===== src/mem_stage_pkg.sv =====
package mem_stage_pkg;

    localparam int XLEN   = 64;
    localparam int REG_AW = 5;
    localparam int INST_W = 32;
    localparam int BE_W   = XLEN / 8;                  // Byte lanes per data word
    localparam int OFF_W  = $clog2(BE_W);              // Byte offset bits inside a word

    // One-hot store width code that is all zero for a non-store
    localparam int ST_W     = 4;
    localparam int ST_B     = 0;                       // sb
    localparam int ST_H     = 1;                       // sh
    localparam int ST_W_BIT = 2;                       // sw
    localparam int ST_D     = 3;                       // sd

    // One-hot load width code that is all zero for a non-load
    localparam int LD_W     = 6;
    localparam int LD_B     = 0;                       // lb
    localparam int LD_BU    = 1;                       // lbu
    localparam int LD_H     = 2;                       // lh
    localparam int LD_HU    = 3;                       // lhu
    localparam int LD_W_BIT = 4;                       // lw
    localparam int LD_D     = 5;                       // ld

    typedef struct packed {
        logic              valid;
        logic [XLEN-1:0]   pc;
        logic [INST_W-1:0] inst;
        logic [XLEN-1:0]   result;                     // Address or ALU value
        logic [XLEN-1:0]   store_data;
        logic [ST_W-1:0]   store_width;
        logic [LD_W-1:0]   load_width;
        logic              reg_we;
        logic [REG_AW-1:0] reg_waddr;
    } ex_mem_t;

    typedef struct packed {
        logic              valid;
        logic [XLEN-1:0]   pc;
        logic [INST_W-1:0] inst;
        logic              wb_we;                      // Already low for x0
        logic [REG_AW-1:0] wb_waddr;
        logic [XLEN-1:0]   wb_data;
    } mem_wb_t;

endpackage


===== src/ram_if.sv =====
interface ram_if #(
    parameter int AW = 8
) (
    input logic clk
);

    logic                            we;
    logic [mem_stage_pkg::BE_W-1:0]  be;
    logic [AW-1:0]                   addr;                 // Word index
    logic [mem_stage_pkg::XLEN-1:0]  wdata;
    logic [mem_stage_pkg::XLEN-1:0]  rdata;

    // The access unit clocks its checks from clk
    modport master (
        input  clk,
        output we,
        output be,
        output addr,
        output wdata,
        input  rdata
    );

    modport slave (
        input  we,
        input  be,
        input  addr,
        input  wdata,
        output rdata
    );

endinterface

===== src/mem_access.sv =====
module mem_access #(
    parameter int RAM_DEPTH = 256
) (
    input  mem_stage_pkg::ex_mem_t ex_i,
    ram_if.master                  ram,
    output mem_stage_pkg::mem_wb_t wb_o
);

    localparam int AW = $clog2(RAM_DEPTH);

    logic                                 is_store;
    logic                                 is_load;
    logic [mem_stage_pkg::OFF_W-1:0]      byte_off;
    logic [mem_stage_pkg::BE_W-1:0]       be_base;     // Enables for offset zero
    logic [mem_stage_pkg::XLEN-1:0]       wdata_rep;
    logic [mem_stage_pkg::XLEN-1:0]       rd_shift;
    logic [mem_stage_pkg::XLEN-1:0]       load_val;
    logic [mem_stage_pkg::OFF_W-1:0]      align_mask;  // Offset bits that must be zero

    assign is_store = |ex_i.store_width;
    assign is_load  = |ex_i.load_width;
    assign byte_off = ex_i.result[mem_stage_pkg::OFF_W-1:0];

    always_comb begin
        be_base    = '0;
        wdata_rep  = ex_i.store_data;
        align_mask = '0;
        case (1'b1)
            ex_i.store_width[mem_stage_pkg::ST_B]: begin
                be_base   = 8'h01;
                wdata_rep = {8{ex_i.store_data[7:0]}};
            end
            ex_i.store_width[mem_stage_pkg::ST_H]: begin
                be_base    = 8'h03;
                wdata_rep  = {4{ex_i.store_data[15:0]}};
                align_mask = 3'b001;
            end
            ex_i.store_width[mem_stage_pkg::ST_W_BIT]: begin
                be_base    = 8'h0f;
                wdata_rep  = {2{ex_i.store_data[31:0]}};
                align_mask = 3'b011;
            end
            ex_i.store_width[mem_stage_pkg::ST_D]: begin
                be_base    = 8'hff;
                align_mask = 3'b111;
            end
            ex_i.load_width[mem_stage_pkg::LD_H],
            ex_i.load_width[mem_stage_pkg::LD_HU]:    align_mask = 3'b001;
            ex_i.load_width[mem_stage_pkg::LD_W_BIT]: align_mask = 3'b011;
            ex_i.load_width[mem_stage_pkg::LD_D]:     align_mask = 3'b111;
            default: ;
        endcase
    end

    // Store commits at the edge that ends this cycle
    assign ram.we    = ex_i.valid & is_store;
    assign ram.be    = be_base << byte_off;
    assign ram.addr  = ex_i.result[mem_stage_pkg::OFF_W +: AW];
    assign ram.wdata = wdata_rep;

    // Bring the addressed bytes down to lane zero
    assign rd_shift = ram.rdata >> {byte_off, 3'b000};

    always_comb begin
        case (1'b1)
            ex_i.load_width[mem_stage_pkg::LD_B]:
                load_val = {{56{rd_shift[7]}}, rd_shift[7:0]};
            ex_i.load_width[mem_stage_pkg::LD_BU]:
                load_val = {56'b0, rd_shift[7:0]};
            ex_i.load_width[mem_stage_pkg::LD_H]:
                load_val = {{48{rd_shift[15]}}, rd_shift[15:0]};
            ex_i.load_width[mem_stage_pkg::LD_HU]:
                load_val = {48'b0, rd_shift[15:0]};
            ex_i.load_width[mem_stage_pkg::LD_W_BIT]:
                load_val = {{32{rd_shift[31]}}, rd_shift[31:0]};
            default:
                load_val = rd_shift;                     // ld
        endcase
    end

    assign wb_o.valid    = ex_i.valid;
    assign wb_o.pc       = ex_i.pc;
    assign wb_o.inst     = ex_i.inst;
    assign wb_o.wb_we    = ex_i.valid & ex_i.reg_we & (ex_i.reg_waddr != '0);
    assign wb_o.wb_waddr = ex_i.reg_waddr;
    assign wb_o.wb_data  = is_load ? load_val : ex_i.result;

    // Decode from execute must hand over at most one access kind
    a_width_codes: assert property (@(posedge ram.clk)
        ex_i.valid |-> $onehot0(ex_i.store_width) && $onehot0(ex_i.load_width)
                       && !(is_store && is_load))
        else $error("mem_access: bad width codes st=%h ld=%h",
                    ex_i.store_width, ex_i.load_width);

    a_aligned: assert property (@(posedge ram.clk)
        ex_i.valid && (is_store || is_load) |-> (byte_off & align_mask) == '0)
        else $error("mem_access: misaligned address %h", ex_i.result);

endmodule


===== src/flat_wrapper.sv =====
// flat-port wrapper written by rule: the top's interface ports become plain ports
module mem_access_flat 
#(
    parameter int RAM_DEPTH = 256
)
  (ex_i, wb_o, clk, ram_we, ram_be, ram_addr, ram_wdata, ram_rdata);
  ram_if ram_i (.clk(clk));
  input  mem_stage_pkg::ex_mem_t ex_i;
  output mem_stage_pkg::mem_wb_t wb_o;
  input wire logic clk;
  output wire logic [$bits(ram_i.we)-1:0] ram_we;
  output wire logic [$bits(ram_i.be)-1:0] ram_be;
  output wire logic [$bits(ram_i.addr)-1:0] ram_addr;
  output wire logic [$bits(ram_i.wdata)-1:0] ram_wdata;
  input wire logic [$bits(ram_i.rdata)-1:0] ram_rdata;
  assign ram_we = ram_i.we;
  assign ram_be = ram_i.be;
  assign ram_addr = ram_i.addr;
  assign ram_wdata = ram_i.wdata;
  assign ram_i.rdata = ram_rdata;
  mem_access #(.RAM_DEPTH(RAM_DEPTH)) u_core (.ex_i(ex_i), .ram(ram_i), .wb_o(wb_o));
endmodule

===== config.mk =====
export PLATFORM = sky130hd
export DESIGN_NAME = mem_access_flat
export DESIGN_NICKNAME = d
export VERILOG_FILES = /design/src/mem_stage_pkg.sv /design/src/ram_if.sv /design/src/mem_access.sv /design/src/flat_wrapper.sv
export SDC_FILE = /design/constraint.sdc
export NUM_CORES = 1
export LEC_CHECK = 0
export BUFFER_PORTS_ARGS = -buffer_cell sky130_fd_sc_hd__buf_2
export CORE_AREA = 2 2 213 215
export DETAILED_ROUTE_END_ITERATION = 6
export DIE_AREA = 0 0 215 217
export PLACE_DENSITY = 0.33
export SETUP_SLACK_MARGIN = 0.1
export SYNTH_ARGS = -nofsm -noshare
export SYNTH_HDL_FRONTEND = slang
export SYNTH_SLANG_ARGS = --single-unit

===== constraint.sdc =====
create_clock -name vclk -period 4.6
set_clock_uncertainty 0.15 [all_clocks]
set_input_delay 0.92 -clock vclk [all_inputs]
set_output_delay 0.92 -clock vclk [all_outputs]
set_load 0.01 [all_outputs]

Yosys cells after proc, flatten, opt, wreduce, memory -nomap -nowiden
Index checks and enable logic that the tools add are counted.
{"block": "classes", "n_addsub": 0, "multipliers": 0, "div_mod_pow": 0, "magnitude_cmp": 0, "n_eq_ne": 0, "shift": 2, "n_mux": 13, "n_bitwise": 3, "reduce_logical": 3}
{"cell": "2-to-1 mux 64 bit", "count": 9}
{"cell": ">> shifter 64 x 6 -> 64 bit", "count": 1}
{"cell": "2-to-1 mux 8 bit", "count": 4}
{"cell": "<< shifter 8 x 3 -> 8 bit", "count": 1}
{"cell": "OR reduction 6 bit", "count": 1}
{"cell": "nonzero test 5 bit", "count": 1}
{"cell": "OR reduction 4 bit", "count": 1}
{"cell": "bitwise AND 1 bit", "count": 3}
{"block": "totals", "ff_bits": 0, "latchBits": 0, "mem_bits_rw": 0, "mem_bits_ro": 0, "input_bits": 306, "out_inout_bits": 248, "word_cells": 21, "memories": 0}

Logic depth before layout (Yosys ltp)
{"block": "logic_depth", "word_depth": 7, "depth_mapped": 9, "ltp_nobuf": 5}

Least setup slack after synthesis
No wires, ideal clock.
{"block": "synth_timing", "path_type": "input port to output port", "from": "in ex_i[9] (netlist bit)", "to": "out wb_o[33] (netlist bit)", "arrival_ns": 2.434, "t_required_ns": 3.530, "setup_slack_ns": 1.096, "stages": 8, "path_buffers": 4, "cell_sequence": "buf_6 > or2_1 > or4_1 > buf_2 > o21a_1 > buf_6 > buf_2 > a21oi_1"}
{"element": "start, declared", "line": "flat_wrapper.sv:8", "rtl": "input mem_stage_pkg::ex_mem_t ex_i;"}
{"element": "end, declared", "line": "flat_wrapper.sv:9", "rtl": "output mem_stage_pkg::mem_wb_t wb_o;"}

==> results.toml <==
[setup_path]
crit_start = "ex_i[80]"
crit_top_cell = "o21ai_0"
path_cells = "buf_4, buf_12, mux2i_1, o21ai_0, and2_1, o21ai_0, a21oi_1, buf_2"
critical_path.endpoint_type = "output pin"
slowest_stage = "o21ai_0"
cp_slowest_stage_delay_ns = 0.46
worstPathArrival_ns = 2.94
critical_path.max_fanout = 69
critPathKind = "primary input to output pin"
critical_path_buf_inv_count = 3
required_ns = 3.53
cp-start-kind = "primary input"
path_delay_family = "compound AO/OA/AOI/OAI gates"

[floorplan]
die_area_um2 = 46700
io_pins = 554
die_y_um = 217
design.core.area_um2 = 44700
initial_core_util_pct = 10.8
die_width_um = 215
rows = 78

[min_path]
hold_class = "primary input to output pin"
min_from = "ex_i[176]"

[placement]
place_hpwl_mm = 26.8
pre_cts_ws_ns = 0.552
gp_congestion = 0.827
dp_cells = 1550
portBuffers = 361

[power_and_ir_drop]
max-vdd-ir-drop_mv = 0.0333
p_leak_nw = 3.05
power_mw = 0.739
p_per_area_nw_per_um2 = 115

[sta]
layout_setup_ws_ns = 0.591
timing.final.crit_share_pct = 87.2
setup_viol = 0
rsz0062_at_grt = "no"
max_freq_mhz = 249
maxSlewViolCount = 0
worst_pin_slew_ns = 0.960
finalHoldViolCount = 0
maxSlewHeadroom_pct = 35.8
fin_setup_tns_ns = 0
min_period_ns = 4.01

[detailed_routing]
drc = 0
detail-route-antenna-nets = 0
totalWireLength_mm = 31.3
viasPerCell = 3.96
drt_iter0_markers = 270
dr.pass1.iters = 5
wl_per_cell_um = 20.2
num_vias = 6151

[clock_tree]
post-cts-setup-buffers = 0
ctsHoldBuffers = 0
cts_resized = 0

[finish]
nFillCells = 5337
clkbuf_count = 0
syn_to_final_growth_pct = 32.9
fin_cells = 1553
regArea_um2 = 0
seq_cell_count = 0
layout.nets = 1258
drive_gt1_share_pct = 44.7

[flow_run]
cap_violations = 0

[global_routing]
use_met3_pct = 1.65
grt_max_degree = 70
grt.busiest_layer = "met2"
grt_use_total_pct = 12.5
grt_pass1_wl_mm = 43.3
antenna_found_initial = 7
grtUsageMet1_pct = 17.8
use_met2_pct = 20.0
grt_pass1_vias = 6003
grt-ovfl-total = 0

[synth]
synthTopCellsByCount = "121 x buf_4, 94 x nor2_1, 83 x o21ai_0, 67 x mux2i_1, 52 x a21oi_1"
synth_area_leader_cell = "buf_4"
yosys_warnings = 0
syn-cell-area_um2 = 4820
ys_seq_area_share_pct = 0
syn-num-nets = 1052
synthDistinctLibCells = 44
synth_area_leaders = "buf_4 19%, mux2i_1 14%, o21ai_0 8.6%"
yosysMostFrequentCell = "buf_4"
syn_inst = 746
syn_area_per_cell_um2 = 6.46
synth_top_area_share_pct = 18.9

[status]
status = "finished, final reports clean"
==> per-stage QoR <==
stage	instance area (um^2)	hold slack, ns	utilization, %
global route	6400	1.69	14.3
CTS	6400	1.69	14.3
global placement	6400	1.69	14.3
floorplan	4820	1.78	-
finish	6400	1.69	14.3
detailed placement	6400	1.69	14.3
==> metal layers <==
layer  vias up  wire, um
met5         -        30
met4         4       608
met3        44      1530
met2       253     14200
met1      2900     15000
li1       2950         -
==> cells in the final DEF (no fill, tap or decap), types with 7 or more instances in the layout <==
cell	count
a211oi_1	17
a21oi_1	52
a221oi_1	12
and2_1	8
and3_1	8
buf_2	360
buf_4	25
inv_1	16
mux2_2	18
mux2i_1	67
mux4_2	13
nand2_1	51
nand3_1	7
nand3b_1	9
nor2_1	94
nor2b_1	22
o21a_1	20
o21ai_0	83
o21ai_1	19
==> path summary, 6_finish.rpt <==
| check | to | cells past startpoint |
|---|---|---|
| hold / removal | wb_o[102] | 0 |
| setup / recovery | wb_o[45] | 8 |
==> area by class of cell <==
type	count	area (um^2)	area share, %
multi-input cells	547	3560	55.5
repair buffers	387	2030	31.7
well taps	600	751	11.7
inverters	16	60.1	0.938
diodes	3	7.51	0.117
==> power breakdown <==
part / switching (mW) / internal (mW) / total [mW]
Combinational: 0.432 / 0.306 / 0.739
Sequential: 0 / 0 / 0
Clock: 0 / 0.0000000879 / 0.0000000879
==> cells by family (layout without fill, tap and decap cells) <==
kind of cell           after synthesis  in the layout  synth area share, %
AOI/OAI and AO/OA                  231            231                 28.4
and+or+nand+nor                    218            218                 21.0
buffers and inverters              199            403                 26.4
muxes                               98             98                 24.2
other                                0              3                    0
No activity file was read; power rests on OpenSTA's default activity.
